[src/rtl/uart_pkg.sv]
package uart_pkg;

    // ------------------------------
    // serial character format
    // ------------------------------
    localparam int char_bits = 8;               // 8n1 data bits.

    // ------------------------------
    // nmea zda sentence layout
    // ------------------------------
    localparam int tag_len = 6;                 // characters in the tag.

    // first tag character sits in the top byte.
    localparam logic [tag_len*char_bits-1:0] sentence_tag = "GPZDA,";

    localparam int info_len = 6;                // hhmmss after the tag.
    localparam int digits_per_field = 2;        // two ascii digits per field.

endpackage

[src/rtl/time_pkg.sv]
package time_pkg;

    // ------------------------------
    // field widths
    // ------------------------------
    localparam int hour_bits   = 5;             // 0..23.
    localparam int min_bits    = 6;             // 0..59.
    localparam int sec_bits    = 6;             // 0..59.
    localparam int field_bits  = 7;             // holds any two-digit value.
    localparam int subsec_bits = 32;            // clock cycles since pps.

    // ------------------------------
    // rollover limits
    // ------------------------------
    localparam int last_hour   = 23;
    localparam int last_minute = 59;
    localparam int last_second = 59;

    // load order is hour, minute, second.
    localparam int n_fields = 3;

endpackage

[src/rtl/uart_rx.sv]
module uart_rx #(
    parameter int clk_freq  = 25_000_000,
    parameter int baud_rate = 115_200
) (
    input  logic                           clk,
    input  logic                           rst,
    input  logic                           rx_line,
    output logic [uart_pkg::char_bits-1:0] rx_data,
    output logic                           rx_valid
);
    import uart_pkg::*;

    localparam int bit_ticks  = clk_freq / baud_rate;
    localparam int half_ticks = bit_ticks / 2;
    localparam int cnt_bits   = $clog2(bit_ticks);
    localparam int idx_bits   = $clog2(char_bits);

    localparam logic [cnt_bits-1:0] half_limit = cnt_bits'(half_ticks - 1);
    localparam logic [cnt_bits-1:0] bit_limit  = cnt_bits'(bit_ticks - 1);
    localparam logic [idx_bits-1:0] last_bit   = idx_bits'(char_bits - 1);

    // receiver states.
    localparam logic [1:0] st_idle  = 2'd0;
    localparam logic [1:0] st_start = 2'd1;
    localparam logic [1:0] st_data  = 2'd2;
    localparam logic [1:0] st_stop  = 2'd3;

    logic [1:0]           line_sync;            // two-flop synchroniser.
    logic                 line_prev;            // for falling edge detect.
    logic                 line_s;
    logic                 line_fall;
    logic [1:0]           state;
    logic [cnt_bits-1:0]  tick_cnt;
    logic [cnt_bits-1:0]  tick_limit;
    logic                 tick_done;
    logic [idx_bits-1:0]  bit_idx;
    logic [char_bits-1:0] shift_reg;

    assign line_s     = line_sync[1];
    assign line_fall  = line_prev & ~line_s;
    assign tick_limit = (state == st_start) ? half_limit : bit_limit;
    assign tick_done  = (tick_cnt == tick_limit);

    // ------------------------------
    // line synchroniser
    // ------------------------------
    always_ff @(posedge clk) begin
        if (rst) begin
            line_sync <= 2'b11;                 // line idles high.
            line_prev <= 1'b1;
        end else begin
            line_sync <= {line_sync[0], rx_line};
            line_prev <= line_s;
        end
    end

    // ------------------------------
    // bit timing and framing
    // ------------------------------
    always_ff @(posedge clk) begin
        if (rst) begin
            state    <= st_idle;
            tick_cnt <= '0;
            bit_idx  <= '0;
            rx_valid <= 1'b0;
        end else begin
            rx_valid <= 1'b0;
            tick_cnt <= tick_done ? '0 : tick_cnt + 1'b1;
            case (state)
                st_idle: begin
                    tick_cnt <= '0;
                    if (line_fall) begin
                        state <= st_start;
                    end
                end
                st_start: begin
                    if (tick_done) begin
                        bit_idx <= '0;
                        state   <= line_s ? st_idle : st_data;  // glitch check.
                    end
                end
                st_data: begin
                    if (tick_done) begin
                        bit_idx <= bit_idx + 1'b1;
                        if (bit_idx == last_bit) begin
                            state <= st_stop;
                        end
                    end
                end
                default: begin
                    if (tick_done) begin
                        rx_valid <= line_s;     // drop the byte on a framing error.
                        state    <= st_idle;
                    end
                end
            endcase
        end
    end

    // data path, lsb first.
    always_ff @(posedge clk) begin
        if (state == st_data && tick_done) begin
            shift_reg <= {line_s, shift_reg[char_bits-1:1]};
        end
        if (state == st_stop && tick_done) begin
            rx_data <= shift_reg;
        end
    end

endmodule

[src/rtl/pattern_search.sv]
module pattern_search (
    input  logic                           clk,
    input  logic                           rst,
    input  logic [uart_pkg::char_bits-1:0] rx_data,
    input  logic                           rx_valid,
    output logic                           pattern_found,
    output logic [uart_pkg::char_bits-1:0] info_data,
    output logic                           info_valid
);
    import uart_pkg::*;

    localparam int idx_bits = $clog2(tag_len);
    localparam int cnt_bits = $clog2(info_len + 1);

    localparam logic [idx_bits-1:0]  last_idx   = idx_bits'(tag_len - 1);
    localparam logic [cnt_bits-1:0]  info_count = cnt_bits'(info_len);
    localparam logic [char_bits-1:0] first_char =
        sentence_tag[tag_len*char_bits-1 -: char_bits];

    logic [idx_bits-1:0]  match_idx;            // next tag character to compare.
    logic [cnt_bits-1:0]  info_left;            // bytes still to forward.
    logic [char_bits-1:0] tag_char;
    logic                 forwarding;

    // tag is stored first character in the top byte.
    assign tag_char   = sentence_tag[(tag_len - 1 - match_idx) * char_bits +: char_bits];
    assign forwarding = (info_left != '0);

    // ------------------------------
    // tag matcher and forward counter
    // ------------------------------
    always_ff @(posedge clk) begin
        if (rst) begin
            match_idx     <= '0;
            info_left     <= '0;
            pattern_found <= 1'b0;
            info_valid    <= 1'b0;
        end else begin
            pattern_found <= 1'b0;
            info_valid    <= 1'b0;
            if (rx_valid) begin
                if (forwarding) begin
                    info_left  <= info_left - 1'b1;
                    info_valid <= 1'b1;
                end else if (rx_data == tag_char) begin
                    if (match_idx == last_idx) begin
                        match_idx     <= '0;
                        info_left     <= info_count;
                        pattern_found <= 1'b1;
                    end else begin
                        match_idx <= match_idx + 1'b1;
                    end
                end else if (rx_data == first_char) begin
                    match_idx <= idx_bits'(1);  // restart on a fresh 'G'.
                end else begin
                    match_idx <= '0;
                end
            end
        end
    end

    always_ff @(posedge clk) begin
        if (rx_valid && forwarding) begin
            info_data <= rx_data;
        end
    end

endmodule

[src/rtl/ascii_to_bin.sv]
module ascii_to_bin (
    input  logic                            clk,
    input  logic                            rst,
    input  logic [uart_pkg::char_bits-1:0]  digit,
    input  logic                            digit_valid,
    output logic [time_pkg::field_bits-1:0] field_value,
    output logic                            field_valid
);
    import uart_pkg::*;
    import time_pkg::*;

    localparam int cnt_bits = $clog2(digits_per_field + 1);

    localparam logic [cnt_bits-1:0]  last_digit = cnt_bits'(digits_per_field - 1);
    localparam logic [char_bits-1:0] ascii_zero = char_bits'(8'h30);

    logic [field_bits-1:0] acc;                 // partial value of the field.
    logic [field_bits-1:0] acc_next;
    logic [char_bits-1:0]  digit_off;
    logic [cnt_bits-1:0]   dig_cnt;

    assign digit_off = digit - ascii_zero;
    assign acc_next  = acc * field_bits'(10) + field_bits'(digit_off);

    always_ff @(posedge clk) begin
        if (rst) begin
            acc         <= '0;
            dig_cnt     <= '0;
            field_valid <= 1'b0;
        end else begin
            field_valid <= 1'b0;
            if (digit_valid) begin
                if (dig_cnt == last_digit) begin
                    acc         <= '0;          // ready for the next field.
                    dig_cnt     <= '0;
                    field_valid <= 1'b1;
                end else begin
                    acc     <= acc_next;
                    dig_cnt <= dig_cnt + 1'b1;
                end
            end
        end
    end

    always_ff @(posedge clk) begin
        if (digit_valid && dig_cnt == last_digit) begin
            field_value <= acc_next;
        end
    end

endmodule

[src/rtl/pps_conditioner.sv]
module pps_conditioner #(
    parameter int debounce_len = 5
) (
    input  logic clk,
    input  logic rst,
    input  logic pps_in,
    output logic pps_rise
);

    logic [1:0]              pps_sync;          // two-flop synchroniser.
    logic [debounce_len-2:0] history;           // older synchronised samples.
    logic [debounce_len-1:0] window;            // newest sample plus history.
    logic                    level;
    logic                    level_q;

    assign window   = {history, pps_sync[1]};
    assign pps_rise = level & ~level_q;

    always_ff @(posedge clk) begin
        if (rst) begin
            pps_sync <= '0;
            history  <= '0;
            level    <= 1'b0;
            level_q  <= 1'b0;
        end else begin
            pps_sync <= {pps_sync[0], pps_in};
            history  <= window[debounce_len-2:0];
            level_q  <= level;
            if (&window) begin
                level <= 1'b1;
            end else if (~|window) begin
                level <= 1'b0;
            end
        end
    end

endmodule

[src/rtl/time_of_day.sv]
module time_of_day (
    input  logic                             clk,
    input  logic                             rst,
    input  logic [time_pkg::field_bits-1:0]  field_value,
    input  logic                             field_valid,
    input  logic                             pps_rise,
    output logic [time_pkg::hour_bits-1:0]   hour,
    output logic [time_pkg::min_bits-1:0]    minute,
    output logic [time_pkg::sec_bits-1:0]    second,
    output logic [time_pkg::subsec_bits-1:0] subsec,
    output logic                             time_valid
);
    import time_pkg::*;

    localparam int load_bits = $clog2(n_fields + 1);

    localparam logic [load_bits-1:0] load_done = load_bits'(n_fields);
    localparam logic [load_bits-1:0] load_hour = load_bits'(0);
    localparam logic [load_bits-1:0] load_min  = load_bits'(1);

    localparam logic [hour_bits-1:0] hour_wrap = hour_bits'(last_hour);
    localparam logic [min_bits-1:0]  min_wrap  = min_bits'(last_minute);
    localparam logic [sec_bits-1:0]  sec_wrap  = sec_bits'(last_second);

    logic [load_bits-1:0] load_cnt;             // which field loads next.
    logic                 loading;

    assign loading = (load_cnt != load_done);

    // ------------------------------
    // field load and second counter
    // ------------------------------
    always_ff @(posedge clk) begin
        if (rst) begin
            load_cnt   <= '0;
            time_valid <= 1'b0;
            hour       <= '0;
            minute     <= '0;
            second     <= '0;
        end else begin
            time_valid <= ~loading;             // one cycle after the last field.
            if (loading) begin
                if (field_valid) begin
                    load_cnt <= load_cnt + 1'b1;
                    case (load_cnt)
                        load_hour: hour   <= hour_bits'(field_value);
                        load_min:  minute <= min_bits'(field_value);
                        default:   second <= sec_bits'(field_value);
                    endcase
                end
            end else if (time_valid && pps_rise) begin
                if (second == sec_wrap) begin
                    second <= '0;
                    if (minute == min_wrap) begin
                        minute <= '0;
                        hour   <= (hour == hour_wrap) ? '0 : hour + 1'b1;
                    end else begin
                        minute <= minute + 1'b1;
                    end
                end else begin
                    second <= second + 1'b1;
                end
            end
        end
    end

    // ------------------------------
    // sub-second counter
    // ------------------------------
    // runs before lock too, so the phase is known from the first pps.
    always_ff @(posedge clk) begin
        if (rst) begin
            subsec <= '0;
        end else if (pps_rise) begin
            subsec <= '0;
        end else begin
            subsec <= subsec + 1'b1;
        end
    end

endmodule

[src/rtl/nmea_timestamp.sv]
module nmea_timestamp #(
    parameter int clk_freq     = 25_000_000,
    parameter int baud_rate    = 115_200,
    parameter int debounce_len = 5
) (
    input  logic                             clk,
    input  logic                             rst,
    input  logic                             uart_rx_line,
    input  logic                             pps_in,
    output logic                             pattern_found,
    output logic [time_pkg::hour_bits-1:0]   hour,
    output logic [time_pkg::min_bits-1:0]    minute,
    output logic [time_pkg::sec_bits-1:0]    second,
    output logic [time_pkg::subsec_bits-1:0] subsec,
    output logic                             time_valid,
    output logic                             pps_pulse
);
    import uart_pkg::*;
    import time_pkg::*;

    logic [char_bits-1:0]  rx_data;
    logic                  rx_valid;
    logic [char_bits-1:0]  info_data;
    logic                  info_valid;
    logic [field_bits-1:0] field_value;
    logic                  field_valid;
    logic                  pps_rise;

    assign pps_pulse = pps_rise;

    // ------------------------------
    // receive chain
    // ------------------------------
    uart_rx #(
        .clk_freq  (clk_freq),
        .baud_rate (baud_rate)
    ) u_uart_rx (
        .clk      (clk),
        .rst      (rst),
        .rx_line  (uart_rx_line),
        .rx_data  (rx_data),
        .rx_valid (rx_valid)
    );

    pattern_search u_pattern_search (
        .clk           (clk),
        .rst           (rst),
        .rx_data       (rx_data),
        .rx_valid      (rx_valid),
        .pattern_found (pattern_found),
        .info_data     (info_data),
        .info_valid    (info_valid)
    );

    ascii_to_bin u_ascii_to_bin (
        .clk         (clk),
        .rst         (rst),
        .digit       (info_data),
        .digit_valid (info_valid),
        .field_value (field_value),
        .field_valid (field_valid)
    );

    // ------------------------------
    // pps path and time keeper
    // ------------------------------
    pps_conditioner #(
        .debounce_len (debounce_len)
    ) u_pps_conditioner (
        .clk      (clk),
        .rst      (rst),
        .pps_in   (pps_in),
        .pps_rise (pps_rise)
    );

    time_of_day u_time_of_day (
        .clk         (clk),
        .rst         (rst),
        .field_value (field_value),
        .field_valid (field_valid),
        .pps_rise    (pps_rise),
        .hour        (hour),
        .minute      (minute),
        .second      (second),
        .subsec      (subsec),
        .time_valid  (time_valid)
    );

endmodule

[config.mk]
export PLATFORM = sky130hd
export DESIGN_NAME = nmea_timestamp
export DESIGN_NICKNAME = d
export VERILOG_FILES = /design/src/rtl/uart_pkg.sv /design/src/rtl/time_pkg.sv /design/src/rtl/uart_rx.sv /design/src/rtl/pattern_search.sv /design/src/rtl/ascii_to_bin.sv /design/src/rtl/pps_conditioner.sv /design/src/rtl/time_of_day.sv /design/src/rtl/nmea_timestamp.sv
export SDC_FILE = /design/constraint.sdc
export NUM_CORES = 1
export LEC_CHECK = 0
export BUFFER_PORTS_ARGS = -buffer_cell sky130_fd_sc_hd__buf_2
export CAP_MARGIN = 20
export CORE_MARGIN = 2
export CORE_UTILIZATION = 30
export CTS_CLUSTER_SIZE = 14
export DETAILED_ROUTE_END_ITERATION = 8
export MAX_ROUTING_LAYER = met4
export PLACE_DENSITY = 0.56
export SKIP_CTS_REPAIR_TIMING = 1
export SLEW_MARGIN = 20
export SYNTH_ARGS = -nofsm -noshare
export SYNTH_HDL_FRONTEND = slang
export SYNTH_HIERARCHICAL = 1
export SYNTH_SLANG_ARGS = --single-unit
[constraint.sdc]
create_clock -name clk -period 2.65 [get_ports clk]
set_input_delay 0.53 -clock clk [delete_from_list [all_inputs] [get_ports clk]]
set_output_delay 0.53 -clock clk [all_outputs]
set_load 0.01 [all_outputs]
# Yosys cells after proc, flatten, opt, wreduce, memory -nomap -nowiden
# Index checks and enable logic that the tools add are counted.
[word_totals]
wordCells = 149
output_inout_bits = 52
input_bits = 4
ff_bits = 124
[op_classes]
n_mul = 1
n_bitwise = 10
n_shift = 1
eq_ne = 23
reduce_logical = 32
mux = 42
add_sub_neg = 13
[ops]
columns = ["op", "count"]
rows = [
  ["two-way mux 6 bit", 11],
  ["indexed part select 48 x 33 -> 8 bit (first input constant)", 1],
  ["two-way mux 5 bit", 7],
  ["adder 32 x 1 -> 32 bit (second input constant)", 1],
  ["two-way mux 3 bit", 7],
  ["equality test 8 bit", 2],
  ["AND reduction 5 bit", 3],
  ["two-way mux 2 bit", 7],
  ["nonzero test 2 bit", 7],
  ["adder 6 x 1 -> 6 bit (second input constant)", 2],
  ["equality test 6 bit (second input constant)", 2],
  ["inequality test 2 x 1 -> 1 bit (second input constant)", 5],
  ["inequality test 2 bit (second input constant)", 5],
  ["OR reduction 5 bit", 2],
  ["AND reduction 3 bit", 3],
  ["adder 8 x 1 -> 8 bit (second input constant)", 1],
  ["equality test 8 x 7 -> 1 bit (second input constant)", 1],
  ["two-way mux 8 bit", 1],
  ["inverter 1 bit", 8],
  ["OR reduction 2 bit", 4],
  ["adder 7 bit", 1],
  ["multiplier 7 x 3 -> 6 bit (second input constant)", 1],
  ["two-way mux 7 bit", 1],
  ["subtractor 7 x 6 -> 7 bit (second input constant)", 1],
  ["other kinds (20)", 38],
]

# Longest topological paths before layout
# Gate-level depths: netlist of the first run.
[logic_depth]
ltp_word = 6
depth_mapped = 9
ltp_nobuf = 9

# By module
# The synthesis of the first run kept the hierarchy.
[by_module_without_submodules]
columns = ["mod", "instances", "cells_per_inst", "seq_area_each_um2", "area_per_inst_um2"]
rows = [
  ["time_of_day", 1, 335, 1041.0, 2763.9],
  ["uart_rx", 1, 107, 820.8, 1375.1],
  ["ascii_to_bin", 1, 78, 390.4, 897.1],
  ["pattern_search", 1, 88, 400.4, 893.4],
  ["pps_conditioner", 1, 21, 160.2, 240.2],
]

# Least setup slack after synthesis of the first run
# OpenSTA, ideal clock, no wires.
[synth_path]
kind = "register to register"
start = "reg u_pattern_search.match_idx[1]"
end = "reg u_pattern_search.info_left[1]"
setup_ns = 0.121
synth_period_minus_slack_ns = 2.606
path_buffers = 0
arrival_time_ns = 2.485
path_slack_ns = 0.044
required_time_ns = 2.529
stages_incl_launch_ff = 9
cell_sequence = "dfxtp_1 > inv_1 > ha_1 > nor4b_1 > xor2_1 > or4_4 > nor3_4 > a31oi_2 > mux2_4"
[synth_via]
elab_chain_len = 5
word_cells_on_any_way = 7
classes_between = "1 x add/sub; 2 x eq/ne; 1 x shift; 3 x reduce/logical"
[synth_lines]
columns = ["item", "line_no", "text"]
rows = [
  ["start, declared", "pattern_search.sv:20", "logic [idx_bits-1:0] match_idx;"],
  ["start signal, assigned", "pattern_search.sv:51", "match_idx <= match_idx + 1'b1;"],
  ["start signal, assigned", "pattern_search.sv:54", "match_idx <= idx_bits'(1);"],
  ["subtractor 3 x 3 -> 4 bit", "pattern_search.sv:26", "assign tag_char = sentence_tag[(tag_len - 1 - match_idx) * char_bits +: char_bits];"],
  ["indexed part select 48 x 33 -> 8 bit", "pattern_search.sv:26", ""],
  ["equality test 8 bit", "pattern_search.sv:45", "end else if (rx_data == tag_char) begin"],
  ["nonzero test 2 bit (no line)", "-", ""],
  ["AND reduction 3 bit (no line) *", "-", ""],
  ["end signal, assigned", "pattern_search.sv:43", "info_left <= info_left - 1'b1;"],
  ["end signal, assigned", "pattern_search.sv:48", "info_left <= info_count;"],
  ["end, declared", "pattern_search.sv:21", "logic [cnt_bits-1:0] info_left;"],
]
# Mark *: on every way between the ends. The rest lies on a longest branch, timed or not.
# A chain may end at the register's enable or synchronous reset.

# Worst setup path after layout of the first run
# Ends and elaborated chain as after synthesis.

==> reports/summary.txt, run 1 <==
static leakage: 2.72 nW
hold path start: uart_rx_line
largest net degree at the start of global routing: 56
reg2reg end: u_pattern_search/info_left[1]
endpoints failing setup: 0
# IOs: 56
clock-pin slew on the worst setup and hold paths: 60 ps
first-pass detailed-route iteration total: 5
Final ANT Viol Nets: 0
Die Y: 145 microns
TritonCTS clock tree: built
antenna cells: 0
Initial Util: 30.6%
Total GRT Usage: 13.1%
Hold Fails Final Rpt: 0
Yosys warnings: 6
Horiz. Die Dim: 145 microns
RR Startpoint: u_pattern_search/match_idx[1]
crit share post-route: 94.4%
commonest non-fill, non-tap cell in the layout: dfxtp_1
DRC: 0
Iteration-0 DRC Markers: 289
cts bufs inserted: 17
commonest cells after routing, fill and taps aside: dfxtp_1 (93), buf_2 (55), nor2_1 (53)
FMAX: 0.400 GHz
min cycle time layout: 2500 ps
clk_skew: 23.3 ps
crit start category: register
Hold Path Stages: 2
max reg flops: 32
number of global-route vias before repair: 4345
post-synth net total: 649
post-DP HPWL: 8860 microns
setup slack after layout: 149 ps
antenna violations before repair: 0
worst slack, placed: 5.08 ps
total grt overflow: 0
CTS max path bufs: 2
aggregate negative setup slack: 0 ps
Buffers on Ports: 55
H-tree depth: 4
MaxCap Viol Count: 0
GP Congestion: 0.838
outcome: completed
Avg Cell Area, Syn: 9.75 sq um
via count: 4667
Post-Synthesis Cells: 611
total power draw: 0.00435 W
Wirelength per Cell: 13.3 microns
Cells after DPL: 922
fin nets: 714
Hold Path End: u_uart_rx/line_sync[0]
Power Density: 607 nW/um^2
Hold Crit Class: primary input to register
WP data arrival: 2820 ps
root buffer cell: clkbuf_16
Biggest register: u_time_of_day/subsec
Worst setup EP type: register
first-pass GRT wire length: 21300 microns
worst rel slew slack: 57.9%
core footprint: 19500 sq um
Synth Cell Area: 5950 sq um
total wire length: 12700 microns
Crit Path Class: register to register
CTS sink count: 121
Skew-Pair Late Insertion Delay: 430 ps
Max Transition Viols Final: 0
crit path max fanout: 5
non-filler cells, final: 954
Placement Rows: 51
die area: 21000 sq um
Reg2Reg Depth: 8
RSZ-0062 raised after global routing: no
area growth from synthesis to layout: 20.2%
share of layout cells above drive strength 1: 18.6%
Worst VDD drop: 0.000443 V
Worst-Margin Slew: 626 ps
Worst Path Required: 2970 ps
flop-to-flop setup slack: 150 ps
Finished Core Util: 36.8%
Via density: 4.89
through the flow:
stage	area, sq um	hold WS (ps)
after detailed placement	6570	394
final	7160	278
after global placement	6570	392
after global routing	7160	274
after CTS	7150	263
after floorplan	5950	389
per-layer routing:
metal | global-route usage, % | wire length (microns)
met2 | 18.9 | 5670
met4 | 4.65 | 90
met1 | 17.3 | 6360
met5 | - | 0
met3 | 3.98 | 584
worst max-delay path, cell delays in order (launching register included):
cell and delay (ps):
dfxtp_1 400, inv_1 80, ha_1 320, nor4b_2 330, xor2_1 110, or4_4 500, nor3_4 160, a31oi_2 150
mux2_4 330
worst max-delay path by stage:
stage                                  start                            end  slack, ps  cells past startpoint
6_report       u_pattern_search/match_idx[1]  u_pattern_search/info_left[1]        150                      8
3_3_place_gp   u_pattern_search/match_idx[1]  u_pattern_search/info_left[1]         70                      8
5_1_grt        u_pattern_search/match_idx[1]  u_pattern_search/info_left[1]          6                      9
2_1_floorplan  u_pattern_search/match_idx[1]  u_pattern_search/info_left[1]         40                      8
3_5_place_dp   u_pattern_search/match_idx[1]  u_pattern_search/info_left[1]          5                      8
4_1_cts        u_pattern_search/match_idx[1]  u_pattern_search/info_left[1]        -10                      8
power breakdown:
part / internal [W] / leakage [nW] / switching, W
Sequential: 0.00190 / 1.00 / 0.0000221
Combinational: 0.0000711 / 1.45 / 0.000112
Clock: 0.00138 / 0.270 / 0.000863
area by class of cell:
| type | count | area (sq um) |
|---|---|---|
| Clock buffer | 18 | 429 |
| Inverter | 22 | 82.6 |
| Sequential cell | 121 | 2700 |
| Timing Repair Buffer | 68 | 385 |
| Fill cell | 1969 | 12300 |
| Clock inverter | 14 | 151 |
| Tap cell | 265 | 332 |
| Multi-Input combinational cell | 446 | 3080 |
(Power assumes the default switching activity.)
==> run 2, diff against run 1 <==
--- a/config.mk
+++ b/config.mk
@@ -12,7 +12,7 @@
 export CTS_CLUSTER_SIZE = 14
 export DETAILED_ROUTE_END_ITERATION = 8
 export MAX_ROUTING_LAYER = met4
-export PLACE_DENSITY = 0.56
+export PLACE_DENSITY_LB_ADDON = 0.3
 export SKIP_CTS_REPAIR_TIMING = 1
 export SLEW_MARGIN = 20
 export SYNTH_ARGS = -nofsm -noshare
==> run 2 against run 1 <==
  * Global-route usage is 0.31 points lower
  * Count of clock-buffer cells in the layout is 1 lower
  * Combinational power about the same
  * Register-to-register slack about the same
  * Critical path depth unchanged
  * First-iteration DRC count increased by 3.5%
  * Sequential cell count stayed put
  * Sequential power barely moved
  * Clock skew decreased by 15 ps
  * Final cell count increased by 0.42%
  * Hold slack better by 22 ps
  * Total power increased by 3.6%
  * Largest power group unchanged
==> reports/summary.txt, run 2 (synthesis gave the netlist of run 1 again) <==
post-DP HPWL: 8820 microns (was 8860 microns)
crit share post-route: 94.5% (was 94.4%)
# IOs: 56 (unchanged)
Horiz. Die Dim: 145 microns (unchanged)
commonest non-fill, non-tap cell in the layout: dfxtp_1 (unchanged)
Hold Crit Class: primary input to register (unchanged)
H-tree depth: 4 (unchanged)
core footprint: 19500 sq um (unchanged)
via count: 4656 (was 4667)
MaxCap Viol Count: 0 (unchanged)
Worst setup EP type: register (unchanged)
total grt overflow: 0 (unchanged)
min cycle time layout: 2500 ps (about the same)
Reg2Reg Depth: 8 (unchanged)
combinational share of power: 4.1% (was 4.2%)
first-pass GRT wire length: 20800 microns (was 21300 microns)
die area: 21000 sq um (unchanged)
Clk pwr share: 53.4% (was 51.7%)
max reg flops: 32 (unchanged)
WP data arrival: 2810 ps (was 2820 ps)
Biggest register: u_time_of_day/subsec (unchanged)
Reg power frac: 42.6% (was 44.1%)
Skew-Pair Late Insertion Delay: 420 ps (was 430 ps)
static leakage: 2.76 nW (was 2.72 nW)
number of global-route vias before repair: 4212 (was 4345)
Via density: 4.86 (was 4.89)
clk_skew: 7.94 ps (was 23.3 ps)
antenna violations before repair: 0 (unchanged)
FMAX: 0.399 GHz (was 0.400 GHz)
Placement Rows: 51 (unchanged)
total wire length: 12500 microns (was 12700 microns)
fin nets: 718 (was 714)
Max Transition Viols Final: 0 (unchanged)
largest net degree at the start of global routing: 32 (was 56)
DRC: 0 (unchanged)
NetSw: 0.00104 W (was 0.000997 W)
share of layout cells above drive strength 1: 19.3% (was 18.6%)
crit start category: register (unchanged)
Switching Share: 23.2% (was 22.9%)
met1 Resource Use GR: 17.1% (was 17.3%)
worst slack, placed: 71.2 ps (was 5.08 ps)
Iteration-0 DRC Markers: 299 (was 289)
Final ANT Viol Nets: 0 (unchanged)
setup slack after layout: 147 ps (was 149 ps)
RSZ-0062 raised after global routing: no (unchanged)
Buffers on Ports: 55 (unchanged)
met3 usage: 2.76% (was 3.98%)
Total GRT Usage: 12.8% (was 13.1%)
Hold Path Stages: 2 (unchanged)
GR Layer Usage met2: 19.0% (was 18.9%)
area growth from synthesis to layout: 21.0% (was 20.2%)
Worst VDD drop: 0.000365 V (was 0.000443 V)
outcome: completed (unchanged)
worst rel slew slack: 56.0% (was 57.9%)
GP Congestion: 0.773 (was 0.838)
Initial Util: 30.6% (unchanged)
first-pass detailed-route iteration total: 4 (was 5)
Die Y: 145 microns (unchanged)
endpoints failing setup: 0 (unchanged)
aggregate negative setup slack: 0 ps (unchanged)
CTS max path bufs: 2 (unchanged)
Power Density: 625 nW/um^2 (was 607 nW/um^2)
TritonCTS clock tree: built (unchanged)
crit path max fanout: 7 (was 5)
root buffer cell: clkbuf_16 (unchanged)
Worst-Margin Slew: 656 ps (was 626 ps)
antenna cells: 0 (unchanged)
Hold Fails Final Rpt: 0 (unchanged)
Pint: 0.00346 W (was 0.00335 W)
CTS sink count: 121 (unchanged)
Worst Path Required: 2950 ps (was 2970 ps)
cts bufs inserted: 17 (unchanged)
clock-pin slew on the worst setup and hold paths: 60 ps (about the same)
Wirelength per Cell: 13.1 microns (was 13.3 microns)
global routing's busiest layer: met2 (unchanged)
Crit Path Class: register to register (unchanged)
commonest cells after routing, fill and taps aside: dfxtp_1 (92), buf_2 (55), nor2_1 (53) (was dfxtp_1 (93), buf_2 (55), nor2_1 (53))
[run 2: changes by cell type in the layout (fill, tap and decap cells not counted), sizes merged]
cell,delta
clkinv,-6
clkinvlp,+1
clkbuf,-1
inv,+5
buf,+4
bufinv,+1
[run 2: final timing paths]
path,slack [ps],endpoint,from
worst max-delay path,150,u_pattern_search/info_left[1],u_pattern_search/match_idx[2]
worst min-delay path,300,u_uart_rx/line_sync[0],uart_rx_line
worst max register to register,150,u_pattern_search/info_left[1],u_pattern_search/match_idx[2]
worst min register to register,410,u_uart_rx/line_sync[1],u_uart_rx/line_sync[0]
[run 2: metal layers]
layer / wire length (microns) / up-vias / part of all wire (%)
met4: 143 / 0 / 1.1
met1: 6280 / 2172 / 50
met5: 0 / - / 0
met3: 447 / 15 / 3.6
li1: - / 2391 / -
met2: 5660 / 78 / 45
[run 2: critical path, cell delays in order, from the launching register on]
cell,delay [ps]
dfxtp_1,440
ha_1,290
nor4b_1,250
buf_4,170
xor2_1,50
or4_4,490
nor3_4,200
a31oi_2,160
mux2_4,320
[run 2: final cells by class]
cell class                 instances  area, sq um
multi-input combinational        446         3070
fill                            1926        12300
inverter                          22         82.6
sequential                       121         2700
clock inverter                    15          189
clock buffer                      17          425
tap                              265          332
timing repair buffer              72          403
[run 2: power by group through the flow]
stage	Combinational, W	Clock [W]	Sequential (W)
6_report	0.000182	0.00240	0.00192
5_1_grt	0.000201	0.00255	0.00192
4_1_cts	0.000184	0.00246	0.00192
3_5_place_dp	0.000183	0	0.00196
3_3_place_gp	0.000184	0	0.00196
2_1_floorplan	0.000141	0	0.00196
[run 2: per-stage QoR]
step                std cells  cell area [sq um]  hold WS [ps]  power, W  utilization [%]
floorplan                 611               5950           389   0.00210                -
global placement          925               6580           397   0.00214             33.8
detailed placement        925               6580           403   0.00214             33.8
CTS                       957               7200           288   0.00456             37.0
global route              958               7200           301   0.00467             37.0
finish                    958               7200           300   0.00450             37.0
